$ cat config.mk
export PLATFORM = sky130hd
export DESIGN_NAME = mc_xbar_top
export DESIGN_NICKNAME = d
export VERILOG_FILES = /design/src/rtl/mc_xbar_cord_pkg.sv /design/src/rtl/mc_xbar_packet_pkg.sv /design/src/rtl/mc_xbar_route_if.sv /design/src/rtl/mc_xbar_cord_decode.sv /design/src/rtl/mc_xbar_rr_arbiter.sv /design/src/rtl/mc_xbar_deliver.sv /design/src/rtl/mc_xbar_top.sv
export SDC_FILE = /design/constraint.sdc
export NUM_CORES = 1
export LEC_CHECK = 0
export BUFFER_PORTS_ARGS = -buffer_cell sky130_fd_sc_hd__buf_2
export CORE_ASPECT_RATIO = 0.75
export CORE_MARGIN = 3
export CORE_UTILIZATION = 58
export DETAILED_ROUTE_END_ITERATION = 12
export HOLD_SLACK_MARGIN = 0.08
export PLACE_DENSITY = 0.82
export SYNTH_ARGS = -nofsm -noshare
export SYNTH_HDL_FRONTEND = slang
export SYNTH_SLANG_ARGS = --single-unit
$ cat constraint.sdc
create_clock -name clk_i -period 3.05 [get_ports clk_i]
set_input_delay 0.1525 -clock clk_i [delete_from_list [all_inputs] [get_ports clk_i]]
set_output_delay 0.1525 -clock clk_i [all_outputs]
set_load 0.02 [all_outputs]
$ cat src/rtl/mc_xbar_cord_pkg.sv
package mc_xbar_cord_pkg;

  // coordinate field widths.
  localparam int x_cord_width_c = 3;
  localparam int y_cord_width_c = 3;

  // y sits in the upper bits of the coordinate word.
  typedef struct packed {
    logic [y_cord_width_c-1:0] y;
    logic [x_cord_width_c-1:0] x;
  } cord_s;

  // tile array size.
  localparam int num_tiles_x_c = 2;
  localparam int num_tiles_y_c = 2;

  // host position.
  localparam int host_x_cord_c = 0;
  localparam int host_y_cord_c = 0;

  // host, tiles, then the north and south vcache rows.
  localparam int num_out_c = 1 + (num_tiles_x_c * num_tiles_y_c) + (2 * num_tiles_x_c);

endpackage

$ cat src/rtl/mc_xbar_packet_pkg.sv
package mc_xbar_packet_pkg;

  localparam int data_width_c = 16;

  // number of source ports feeding the crossbar.
  localparam int num_src_c = 2;

  // single flit network packet.
  typedef struct packed {
    mc_xbar_cord_pkg::cord_s cord;
    logic [data_width_c-1:0] data;
  } packet_s;

endpackage

$ cat src/rtl/mc_xbar_route_if.sv
interface mc_xbar_route_if;

  import mc_xbar_cord_pkg::*;
  import mc_xbar_packet_pkg::*;

  // plain strobe, no handshake.
  logic valid;
  packet_s pkt;

  // one-hot output select, all zero for an unmapped coordinate.
  logic [num_out_c-1:0] sel;

  modport dec (
    output valid,
    output pkt,
    output sel
  );

  modport arb (
    input valid,
    input pkt,
    input sel
  );

endinterface

$ cat src/rtl/mc_xbar_cord_decode.sv
module mc_xbar_cord_decode #(
  parameter int num_tiles_x_p = 2,
  parameter int num_tiles_y_p = 2,
  parameter int host_x_cord_p = 0,
  parameter int host_y_cord_p = 0,
  parameter bit fwd_not_rev_p = 1'b1
) (
  input  logic                        clk_i,
  input  logic                        reset,
  input  logic                        valid,
  input  mc_xbar_packet_pkg::packet_s pkt,
  mc_xbar_route_if.dec                route
);

  import mc_xbar_cord_pkg::*;

  localparam int tile_base_lp  = 1;
  localparam int north_base_lp = tile_base_lp + (num_tiles_x_p * num_tiles_y_p);
  localparam int south_base_lp = north_base_lp + num_tiles_x_p;

  logic [y_cord_width_c-1:0] y_cord;
  logic [x_cord_width_c-1:0] x_cord;
  logic [y_cord_width_c-1:0] tile_y;
  logic [x_cord_width_c-1:0] tile_x;
  logic                      host_hit;
  logic                      x_in_array;
  logic                      tile_hit;
  logic                      north_hit;
  logic                      south_hit;
  logic [num_out_c-1:0]      sel_next;

  assign y_cord = pkt.cord.y;
  assign x_cord = pkt.cord.x;

  // offsets into the tile array, also used for the vcache rows.
  assign tile_y = y_cord - y_cord_width_c'(num_tiles_y_p);
  assign tile_x = x_cord - x_cord_width_c'(num_tiles_x_p);

  assign host_hit = (y_cord == y_cord_width_c'(host_y_cord_p))
                 && (x_cord == x_cord_width_c'(host_x_cord_p));

  assign x_in_array = (x_cord >= x_cord_width_c'(num_tiles_x_p))
                   && (x_cord < x_cord_width_c'(2 * num_tiles_x_p));

  assign tile_hit = x_in_array
                 && (y_cord >= y_cord_width_c'(num_tiles_y_p))
                 && (y_cord < y_cord_width_c'(2 * num_tiles_y_p));

  // vcache rows exist on the forward network only.
  assign north_hit = fwd_not_rev_p && x_in_array
                  && (y_cord == y_cord_width_c'(num_tiles_y_p - 1));
  assign south_hit = fwd_not_rev_p && x_in_array
                  && (y_cord == y_cord_width_c'(2 * num_tiles_y_p));

  always_comb begin
    sel_next = '0;
    sel_next[0] = host_hit;
    for (int ty = 0; ty < num_tiles_y_p; ty++) begin
      for (int tx = 0; tx < num_tiles_x_p; tx++) begin
        sel_next[tile_base_lp + (ty * num_tiles_x_p) + tx] = tile_hit
          && (tile_y == y_cord_width_c'(ty)) && (tile_x == x_cord_width_c'(tx));
      end
    end
    if (fwd_not_rev_p) begin
      for (int tx = 0; tx < num_tiles_x_p; tx++) begin
        sel_next[north_base_lp + tx] = north_hit && (tile_x == x_cord_width_c'(tx));
        sel_next[south_base_lp + tx] = south_hit && (tile_x == x_cord_width_c'(tx));
      end
    end
  end

  always_ff @(posedge clk_i) begin
    if (reset) begin
      route.valid <= 1'b0;
    end else begin
      route.valid <= valid;
    end
  end

  always_ff @(posedge clk_i) begin
    route.pkt <= pkt;
    route.sel <= sel_next;
  end

endmodule

$ cat src/rtl/mc_xbar_rr_arbiter.sv
module mc_xbar_rr_arbiter #(
  parameter int num_out_p = 9
) (
  input  logic                                      clk_i,
  input  logic                                      reset,
  mc_xbar_route_if.arb                              route_0,
  mc_xbar_route_if.arb                              route_1,
  output logic [num_out_p-1:0]                      grant_valid,
  output logic [num_out_p-1:0]                      grant_src,
  output logic [mc_xbar_packet_pkg::num_src_c-1:0] lose,
  output logic [mc_xbar_packet_pkg::num_src_c-1:0] unmapped,
  output mc_xbar_packet_pkg::packet_s               pkt_0,
  output mc_xbar_packet_pkg::packet_s               pkt_1
);

  logic [num_out_p-1:0] req_0;
  logic [num_out_p-1:0] req_1;

  // preferred source per output.
  logic [num_out_p-1:0] ptr_r;
  logic [num_out_p-1:0] ptr_next;

  // a source requests the output named by its select.
  assign req_0 = {num_out_p{route_0.valid}} & route_0.sel[num_out_p-1:0];
  assign req_1 = {num_out_p{route_1.valid}} & route_1.sel[num_out_p-1:0];

  always_comb begin
    for (int o = 0; o < num_out_p; o++) begin
      grant_valid[o] = req_0[o] | req_1[o];
      if (req_0[o] && req_1[o]) begin
        grant_src[o] = ptr_r[o];
      end else begin
        grant_src[o] = req_1[o];
      end
      // the winner gives up priority, an idle output holds.
      if (grant_valid[o]) begin
        ptr_next[o] = ~grant_src[o];
      end else begin
        ptr_next[o] = ptr_r[o];
      end
    end
  end

  always_ff @(posedge clk_i) begin
    if (reset) begin
      ptr_r <= '0;
    end else begin
      ptr_r <= ptr_next;
    end
  end

  // each select is one-hot, so a source loses on at most one output.
  assign lose[0] = |(req_0 & grant_src);
  assign lose[1] = |(req_1 & ~grant_src);

  // valid with no select bit set means no output owns the coordinate.
  assign unmapped[0] = route_0.valid && (route_0.sel == '0);
  assign unmapped[1] = route_1.valid && (route_1.sel == '0);

  assign pkt_0 = route_0.pkt;
  assign pkt_1 = route_1.pkt;

endmodule

$ cat src/rtl/mc_xbar_deliver.sv
module mc_xbar_deliver #(
  parameter int num_out_p = 9
) (
  input  logic                                                      clk_i,
  input  logic                                                      reset,
  input  logic [num_out_p-1:0]                                      grant_valid,
  input  logic [num_out_p-1:0]                                      grant_src,
  input  logic [mc_xbar_packet_pkg::num_src_c-1:0]                 lose,
  input  logic [mc_xbar_packet_pkg::num_src_c-1:0]                 unmapped,
  input  mc_xbar_packet_pkg::packet_s                               pkt_0,
  input  mc_xbar_packet_pkg::packet_s                               pkt_1,
  output logic [num_out_p-1:0]                                      out_valid,
  output logic [num_out_p-1:0][mc_xbar_packet_pkg::data_width_c-1:0] out_data,
  output logic [mc_xbar_packet_pkg::num_src_c-1:0]                 drop_lost,
  output logic [mc_xbar_packet_pkg::num_src_c-1:0]                 drop_unmapped
);

  // strobes and drop pulses.
  always_ff @(posedge clk_i) begin
    if (reset) begin
      out_valid     <= '0;
      drop_lost     <= '0;
      drop_unmapped <= '0;
    end else begin
      out_valid     <= grant_valid;
      drop_lost     <= lose;
      drop_unmapped <= unmapped;
    end
  end

  // data follows the winning source, idle outputs keep their last word.
  always_ff @(posedge clk_i) begin
    for (int o = 0; o < num_out_p; o++) begin
      if (grant_valid[o]) begin
        out_data[o] <= grant_src[o] ? pkt_1.data : pkt_0.data;
      end
    end
  end

endmodule

$ cat src/rtl/mc_xbar_top.sv
module mc_xbar_top (
  input  logic clk_i,
  input  logic reset,
  input  logic [mc_xbar_packet_pkg::num_src_c-1:0] in_valid,
  input  logic [mc_xbar_packet_pkg::num_src_c-1:0]
               [mc_xbar_cord_pkg::y_cord_width_c+mc_xbar_cord_pkg::x_cord_width_c-1:0] in_cord,
  input  logic [mc_xbar_packet_pkg::num_src_c-1:0]
               [mc_xbar_packet_pkg::data_width_c-1:0] in_data,
  output logic [mc_xbar_cord_pkg::num_out_c-1:0] out_valid,
  output logic [mc_xbar_cord_pkg::num_out_c-1:0]
               [mc_xbar_packet_pkg::data_width_c-1:0] out_data,
  output logic [mc_xbar_packet_pkg::num_src_c-1:0] drop_lost,
  output logic [mc_xbar_packet_pkg::num_src_c-1:0] drop_unmapped
);

  import mc_xbar_cord_pkg::*;
  import mc_xbar_packet_pkg::*;

  packet_s              in_pkt_0;
  packet_s              in_pkt_1;
  packet_s              arb_pkt_0;
  packet_s              arb_pkt_1;
  logic [num_out_c-1:0] grant_valid;
  logic [num_out_c-1:0] grant_src;
  logic [num_src_c-1:0] lose;
  logic [num_src_c-1:0] unmapped;

  assign in_pkt_0 = {in_cord[0], in_data[0]};
  assign in_pkt_1 = {in_cord[1], in_data[1]};

  mc_xbar_route_if route_0 ();
  mc_xbar_route_if route_1 ();

  mc_xbar_cord_decode #(
    .num_tiles_x_p(num_tiles_x_c),
    .num_tiles_y_p(num_tiles_y_c),
    .host_x_cord_p(host_x_cord_c),
    .host_y_cord_p(host_y_cord_c),
    .fwd_not_rev_p(1'b1)
  ) decode_0 (
    .clk_i(clk_i),
    .reset(reset),
    .valid(in_valid[0]),
    .pkt  (in_pkt_0),
    .route(route_0)
  );

  mc_xbar_cord_decode #(
    .num_tiles_x_p(num_tiles_x_c),
    .num_tiles_y_p(num_tiles_y_c),
    .host_x_cord_p(host_x_cord_c),
    .host_y_cord_p(host_y_cord_c),
    .fwd_not_rev_p(1'b1)
  ) decode_1 (
    .clk_i(clk_i),
    .reset(reset),
    .valid(in_valid[1]),
    .pkt  (in_pkt_1),
    .route(route_1)
  );

  mc_xbar_rr_arbiter #(
    .num_out_p(num_out_c)
  ) arbiter (
    .clk_i      (clk_i),
    .reset      (reset),
    .route_0    (route_0),
    .route_1    (route_1),
    .grant_valid(grant_valid),
    .grant_src  (grant_src),
    .lose       (lose),
    .unmapped   (unmapped),
    .pkt_0      (arb_pkt_0),
    .pkt_1      (arb_pkt_1)
  );

  mc_xbar_deliver #(
    .num_out_p(num_out_c)
  ) deliver (
    .clk_i        (clk_i),
    .reset        (reset),
    .grant_valid  (grant_valid),
    .grant_src    (grant_src),
    .lose         (lose),
    .unmapped     (unmapped),
    .pkt_0        (arb_pkt_0),
    .pkt_1        (arb_pkt_1),
    .out_valid    (out_valid),
    .out_data     (out_data),
    .drop_lost    (drop_lost),
    .drop_unmapped(drop_unmapped)
  );

endmodule

==> results of run 1 <==
[registers in the layout (all words and copies together) (netlist names)]
register               count
decode_0.route.pkt        16
deliver.drop_unmapped      2
decode_1.route.pkt        16
decode_0.route.valid       1
deliver.out_valid          9
deliver.drop_lost          2
decode_1.route.sel         9
decode_0.route.sel         9
decode_1.route.valid       1
deliver.out_data         144
arbiter.ptr_r              9
[how the worst min path moves through the flow]
stage	end	start	cells after the start	slack, ns
2_1_floorplan	decode_0.route.pkt[0]$_DFF_P_	in_data[0]	0	0.18
3_3_place_gp	decode_0.route.pkt[11]$_DFF_P_	in_data[11]	1	0.26
3_5_place_dp	decode_1.route.pkt[5]$_DFF_P_	in_data[21]	1	0.26
4_1_cts	decode_0.route.pkt[10]$_DFF_P_	in_data[10]	2	0.28
5_1_grt	decode_1.route.pkt[11]$_DFF_P_	in_data[27]	2	0.29
6_report	decode_0.route.pkt[10]$_DFF_P_	in_data[10]	2	0.29
[timing repair]
| action | CTS | global route |
|---|---|---|
| setup endpoints to repair | 0 | 0 |
| hold buffers | 59 | 0 |
| hold endpoints to repair | 53 | 0 |
[power by group]
part,switching (mW),internal (mW)
registers,0.0621,3.18
logic,0.106,0.155
clock network,1.08,1.56
total,1.25,4.89
[Yosys cell counts, types with 4 or more instances]
cell type / number
edfxtp_1: 144
buf_1: 16
inv_1: 12
nor3_1: 13
nor2_1: 21
a31oi_1: 5
mux2_2: 91
buf_6: 10
nand2_1: 129
nand3_1: 6
ha_1: 8
dfxtp_1: 74
nor4_1: 8
mux2_4: 20
nor4b_1: 4
a21oi_1: 20
[final cells by class]
cell class	count	area [sq um]	area share
Clock buffer	31	646.9	0.05824
Multi-Input combinational cell	361	2597	0.2339
Tap cell	200	250.2	0.02253
Sequential cell	218	5806	0.5227
Timing Repair Buffer	274	1694	0.1525
Clock inverter	6	60.06	0.005407
Inverter	14	52.55	0.004731
[per-layer routing]
metal,vias up,share of wire,wire (microns),global-route usage
li1,2761,-,-,-
met1,2928,0.41,9290,0.3757
met2,338,0.48,10970,0.4592
met3,33,0.094,2151,0.05207
met4,0,0.018,419,0.06828
met5,-,0,0,0
[cells by family after synthesis]
kind of cell	Yosys count	synth area share
flip-flops	218	0.6696
multiplexers	112	0.1541
buffers and inverters	48	0.03074
AO/OA/AOI/OAI	36	0.02786
adder cells (fa/ha/maj)	8	0.01155
AND/OR/NAND/NOR	205	0.1061
==> flow_summary.ini, run 1 <==
[run_status]
status = finished clean

[worst_setup_path]
path_buf_inv = 6
cp.arrival_ns = 2.90
cp.required_ns = 3.48
max_stage_delay_ns = 0.63
crit_end = decode_0.route.sel[5]$_DFF_P_
worstSetupPathDepth = 10
worst_setup_path_end_kind = register
crit_start = in_cord[2]
critPathMostFrequentCell = dlygate4sd3_1
rr_startpoint = decode_1.route.valid$_SDFF_PP0_
reg2reg_to = deliver.out_data[71]$_DFFE_PP_
cpMaxStageDelayCell = dlygate4sd3_1
crit_family = buffers and inverters
start_kind = input port
crit_chain = dlygate4sd3_1 -> buf_2 -> inv_1 -> ha_1 -> inv_1 -> o21ai_0 -> nand3_1 -> dlygate4sd3_1 -> nor3_1 -> dlygate4sd3_1
ff2ff_path_depth = 4
path_class = in -> reg
r2r_slack_ns = 0.92
path_max_fanout = 3

[place]
placedCellCount = 1008
place_ws_ns = 0.9535
gp_congestion = 0.8343
post-dp-hpwl_microns = 14790
dpl_cell_area_sq_mm = 0.009809
io_buffers = 204

[yosys]
syn-num-nets = 683
synth_area_per_cell_sq_um = 13.83
synth-seq-cells = 218
synth_cells = 627
yosysUniqueCellTypes = 41
netlist.area_leader.share = 0.4988
synth_area_leaders = edfxtp_1, dfxtp_1, mux2_2
synth_warnings = 0
ys.flop_type = edfxtp_1
yosysSeqAreaShare = 0.6696
synthArstFlopShare = 0
synth_area_leader_cell = edfxtp_1
synth-edff-count = 144
netlist_area_sq_mm = 0.008670

[routing]
viasPerCell = 5.489
wl_per_cell_microns = 20.68
routed_wl_microns = 22830
dr.pass1.iters = 7
drc_errors = 0
drt_iter0_drc = 507
vias = 6060
drtAntennaViolNets = 0

[power_and_ir_drop]
peakVddDrop_mv = 0.4214
p_total_mw = 6.142
p_per_area_mw_per_mm2 = 553.0
p_leak_nw = 4.598

[global_routing]
grt.total_usage = 0.2743
antenna_found_initial = 0
grt_pass1_wl_microns = 34910
grt_max_degree = 24
overflow = 0
grt_pass1_vias = 6115

[cells_and_area]
fin_area_sq_mm = 0.01111
layout_commonest_cell = buf_2
instances_no_fill = 1104
fill_cells = 905
area_growth_pct = 28.11
fin_util = 0.7634
layout_common_cells = buf_2, edfxtp_1, nand2_1, mux2_2, dfxtp_1
num_antenna_cells = 0
drive_above_1_share = 0.4093
nets = 946

[die]
core_sq_mm = 0.01455
ios = 205
rows = 38
die_area_sq_mm = 0.01647
die_h_microns = 111.9
initial_core_util = 0.5959
die_w_microns = 147.2

[sta]
finalMaxSlewViolations = 0
final_hold_viol_count = 0
period_share = 0.8107
worstMarginPinSlew_ns = 1.019
max_freq_ghz = 0.4044
whs_ns = 0.2901
setup_tns_ns = 0
setup_viol = 0
rsz0062_at_grt = no
period_needed_ns = 2.473
fin_ws_ns = 0.5774
skew_ns = 0.01304
slew-limit-headroom = 0.3200

[clock_network]
postCtsSetupRepairBufs = 0
cts-root-buf = clkbuf_16
tritoncts = built
cts_made_buffers = 21
cts_sinks = 218
clockBufferDepth = 3
clkTransAtPathRegs_ns = 0.06
h-tree-depth = 1
ctsResizeCount = 0
clock_latency_ns = 0.49

[flow_run]
cap_violations = 0

[hold_path]
hold_path.class = in -> reg
Note: power is estimated with default switching activity, not from simulation.
==> run 2: changes to the inputs <==
CORE_UTILIZATION = 48   (was 58)
PLACE_DENSITY = 0.72   (was 0.82)
clock period = 2.2 ns   (was 3.05 ns; I/O delays follow)
==> run 2 against run 1 <==
Setup slack worse by 0.48 ns; clock skew fell by 0.0057 ns; worst hold slack worse by 0.064 ns; sequential cell count unchanged; final area rose by 1.4%; first-iteration DRC count shrank 16%.
==> flow_summary.ini, run 2 (same netlist as run 1, synthesis figures left out) <==
[clock_network]
clockBufferDepth = 3
cts_sinks = 218
clkTransAtPathRegs_ns = 0.06
tritoncts = built
clock_latency_ns = 0.49
cts-root-buf = clkbuf_16
h-tree-depth = 1
cts_made_buffers = 21

[cells_and_area]
top_regs = deliver.out_data x144, decode_0.route.pkt x16, decode_1.route.pkt x16
largest_reg_flops = 144
drive_above_1_share = 0.4146
largest-register = deliver.out_data
area_growth_pct = 29.93
nets = 962
num_antenna_cells = 0
layout_commonest_cell = buf_2
layout_common_cells = buf_2, edfxtp_1, nand2_1, mux2_2, dfxtp_1
fill_cells = 1298

[hold_path]
whs_path_depth = 6
hold_path.class = in -> reg
hold_end = decode_0.route.sel[2]$_DFF_P_
hold_start = in_cord[2]

[sta]
worstMarginPinSlew_ns = 0.5682
rsz0062_at_grt = no
skew_ns = 0.007289
period_needed_ns = 2.101
setup_viol = 0
slew-limit-headroom = 0.6207
max_freq_ghz = 0.4760
whs_ns = 0.2260
final_hold_viol_count = 0
period_share = 0.9549
finalMaxSlewViolations = 0
fin_ws_ns = 0.09916
setup_tns_ns = 0

[global_routing]
grt.total_usage = 0.2354
grt_pass1_vias = 6064
antenna_found_initial = 0
overflow = 0
grt_max_degree = 24
grt_pass1_wl_microns = 35600

[place]
place_ws_ns = 0.1925
gp_congestion = 0.8557
io_buffers = 204
post-dp-hpwl_microns = 16230

[worst_setup_path]
max_stage_delay_ns = 0.59
path_max_fanout = 6
r2r_slack_ns = 0.18
crit_chain = dlygate4sd3_1 -> buf_2 -> inv_1 -> ha_1 -> a21boi_0 -> or4_1 -> nor4_1 -> dlygate4sd3_1
cpMaxStageDelayCell = dlygate4sd3_1
start_kind = input port
rr_startpoint = decode_1.route.valid$_SDFF_PP0_
ff2ff_path_depth = 4
reg2reg_to = deliver.out_data[85]$_DFFE_PP_
worst_setup_path_end_kind = register
crit_start = in_cord[10]
cp.arrival_ns = 2.53
cp.required_ns = 2.63
critPathMostFrequentCell = dlygate4sd3_1
path_class = in -> reg

[power_and_ir_drop]
p_int_mw = 6.499
combPwrFrac = 0.043
p_leak_nw = 4.664
p_per_area_mw_per_mm2 = 724.2
netSwitchingFraction = 0.2034
pwr-share-clk = 0.405
seq_power_share = 0.552
p_switching_mw = 1.659
peakVddDrop_mv = 0.4731

[die]
die_area_sq_mm = 0.01973
core_sq_mm = 0.01724
initial_core_util = 0.5030
die_h_microns = 122.4
rows = 41
ios = 205
die_w_microns = 161.2

[routing]
drtAntennaViolNets = 0
drc_errors = 0
wl_met2_microns = 10700
highest_layer = met4
viasPerCell = 5.284
dr.pass1.iters = 5
drt_iter0_drc = 427
routed_wl_microns = 23690
vias = 6103
wirelength_met1_microns = 10330
wl_per_cell_microns = 20.51
dr_wl_met3_microns = 2067

[run_status]
status = finished clean

[flow_run]
cap_violations = 0
run 2: cell types whose count changed in the layout (fill, tap and decap cells not counted), sizes merged:
cell,before,now
bufinv,1,0
dlygate4sd3,59,60
buf,215,230
clkinvlp,1,0
clkbuf,31,33
clkinv,2,1
run 2: routing by layer:
metal  vias up  global-route usage
met5         -                   0
met4         0             0.06179
met3        42             0.05331
met2       296              0.3722
met1      2968              0.3330
li1       2797                   -
run 2: how the worst max path moves through the flow:
stage               cells after the start                               to
floorplan                               6   deliver.out_data[64]$_DFFE_PP_
global placement                        4   deliver.out_data[87]$_DFFE_PP_
detailed placement                      6   deliver.out_data[96]$_DFFE_PP_
CTS                                     7    decode_0.route.sel[6]$_DFF_P_
global route                            6  deliver.out_data[111]$_DFFE_PP_
finish                                  8    decode_1.route.sel[2]$_DFF_P_
run 2: power groups by stage:
stage | Clock, mW | Combinational [mW] | Sequential, mW
after floorplan | 0 | 0.208 | 4.54
after global placement | 0 | 0.269 | 4.59
after detailed placement | 0 | 0.279 | 4.59
after CTS | 3.37 | 0.351 | 4.50
after global routing | 3.54 | 0.389 | 4.51
final | 3.30 | 0.353 | 4.50
run 2: what timing repair did:
action | CTS | global route
hold buffers | 60 | 0
endpoints found under the hold margin | 57 | 0
setup endpoints to repair | 0 | 1
setup buffers | 0 | 0
gates resized for setup | 0 | 1
run 2: critical path, delay by kind of cell:
family          cells  cell delay (ns)
compound gates      1             0.13
fa+ha+maj           1             0.18
buf+inv             4             1.35
simple gates        2             0.76
run 2: stage by stage:
step	cells	util	instance area, sq um	total power [mW]
after floorplan	627	-	8670	4.745
final	1155	0.6535	11260	8.158
after detailed placement	1059	0.5826	10040	4.868
after global routing	1155	0.6535	11260	8.435
after global placement	1059	0.5826	10040	4.855
after CTS	1155	0.6535	11260	8.223
run 2: area by class of cell:
class,instances,area (sq um),area share
Clock buffer,33,601.8,0.05343
Multi-Input combinational cell,361,2597,0.2306
Timing Repair Buffer,290,1892,0.1679
Clock inverter,3,20.02,0.001777
Sequential cell,218,5806,0.5154
Inverter,14,52.55,0.004665
Tap cell,236,295.3,0.02621
==> run 3: changes to the inputs <==
==> constraint.sdc (replaced) <==
create_clock -name clk_i -period 2.2 [get_ports clk_i]
set_input_delay 0.44 -clock clk_i [delete_from_list [all_inputs] [get_ports clk_i]]
set_output_delay 0.44 -clock clk_i [all_outputs]
set_load 0.02 [all_outputs]
==> run 3 against run 2 <==
Routed wire length barely moved; register-to-register slack improved by 0.04 ns; sequential power barely moved; worst hold slack got worse by 0.085 ns.
==> flow_summary.ini, run 3 (same netlist as run 1, synthesis figures left out) <==
[run_status]
status = finished clean

[die]
die_area_sq_mm = 0.01973
die_h_microns = 122.4
die_w_microns = 161.2
rows = 41
ios = 205
initial_core_util = 0.5030
core_sq_mm = 0.01724

[global_routing]
grt.total_usage = 0.2360
grt_pass1_wl_microns = 35450
overflow = 0
grt_max_degree = 23
grt_pass1_vias = 6034
antenna_found_initial = 1

[cells_and_area]
top_regs = deliver.out_data x144, decode_0.route.pkt x16, decode_1.route.pkt x16
fin_util = 0.6463
largest-register = deliver.out_data
instances_no_fill = 1135
largest_reg_flops = 144
num_antenna_cells = 0
drive_above_1_share = 0.4360
fin_area_sq_mm = 0.01114
layout_commonest_cell = buf_2
area_growth_pct = 28.49
nets = 939
layout_common_cells = buf_2, edfxtp_1, nand2_1, mux2_2, dfxtp_1

[power_and_ir_drop]
p_leak_nw = 4.591
seq_power_share = 0.524
p_switching_mw = 1.745
netSwitchingFraction = 0.2029
combPwrFrac = 0.038
p_int_mw = 6.857
pwr-share-clk = 0.439
p_total_mw = 8.601
p_per_area_mw_per_mm2 = 772.2
peakVddDrop_mv = 0.5303

[clock_network]
cts_sinks = 218
cts_made_buffers = 22
clkTransAtPathRegs_ns = 0.06
clockBufferDepth = 3
tritoncts = built
clock_latency_ns = 0.50
cts-root-buf = clkbuf_16
h-tree-depth = 1

[worst_setup_path]
path_max_fanout = 16
r2r_slack_ns = 0.22
path_class = reg -> reg
cp.arrival_ns = 2.23
worst_setup_path_end_kind = register
cp.required_ns = 2.45
start_kind = register

[place]
place_ws_ns = 0.2046
post-dp-hpwl_microns = 16300
placedCellCount = 1059
gp_congestion = 0.8743
io_buffers = 204
dpl_cell_area_sq_mm = 0.01005

[sta]
period_share = 0.9008
max_freq_ghz = 0.5046
skew_ns = 0.01138
whs_ns = 0.1410
worstMarginPinSlew_ns = 0.5305
setup_viol = 0
rsz0062_at_grt = no
slew-limit-headroom = 0.6458
period_needed_ns = 1.982
setup_tns_ns = 0
final_hold_viol_count = 0
fin_ws_ns = 0.2182
finalMaxSlewViolations = 0

[routing]
viasPerCell = 5.258
vias = 5968
drt_iter0_drc = 460
wl_per_cell_microns = 20.87
drc_errors = 0
drtAntennaViolNets = 0
dr.pass1.iters = 5
routed_wl_microns = 23690

[flow_run]
cap_violations = 0

[hold_path]
hold_path.class = in -> reg
==> run 3: cell type report <==
cell class              count  area, sq um
fillers                  1324         6097
repair buffers            266         1654
multi-input cells         361         2597
well taps                 236        295.3
clock buffers              32        640.6
flip-flops and latches    218         5806
clock inverters             8        93.84
inverters                  14        52.55
==> run 3: worst paths after layout <==
check / startpoint / endpoint / depth (start not counted)
setup / recovery: decode_0.route.valid$_SDFF_PP0_ / deliver.out_data[1]$_DFFE_PP_ / 5
hold / removal: in_cord[0] / decode_0.route.sel[0]$_DFF_P_ / 2
setup reg to reg: decode_0.route.valid$_SDFF_PP0_ / deliver.out_data[1]$_DFFE_PP_ / 5
hold reg to reg: decode_1.route.sel[4]$_DFF_P_ / deliver.drop_unmapped[1]$_SDFF_PP0_ / 1
==> run 3: timing repair <==
action                                  in CTS  in global routing
buffers inserted                             0                  4
endpoints found under the setup margin       0                  6
hold buffers                                32                  0
resized for setup                            0                  0
endpoints found under the hold margin       32                  0
==> run 3: critical path, cell delays in order (launching register included) <==
cell and delay, ns:
dfxtp_1 0.60, nand2_1 0.16, nor2_1 0.14, or2_1 0.11
buf_4 0.33, mux2_2 0.38
==> run 3: power groups by stage <==
| stage | sequential [mW] | clock, mW | combinational [mW] |
|---|---|---|---|
| floorplan | 4.54 | 0 | 0.208 |
| finish | 4.50 | 3.77 | 0.325 |
| global placement | 4.59 | 0 | 0.270 |
| global route | 4.51 | 3.98 | 0.360 |
| CTS | 4.50 | 3.81 | 0.325 |
| detailed placement | 4.59 | 0 | 0.280 |
==> run 3: metal layers <==
layer	part of all wire	up-vias	wire length (microns)	global-route usage
li1	-	2744	-	-
met1	0.43	2866	10300	0.3327
met2	0.45	307	10760	0.3780
met3	0.087	49	2057	0.04723
met4	0.024	2	562	0.06394
met5	0.00055	-	13	0
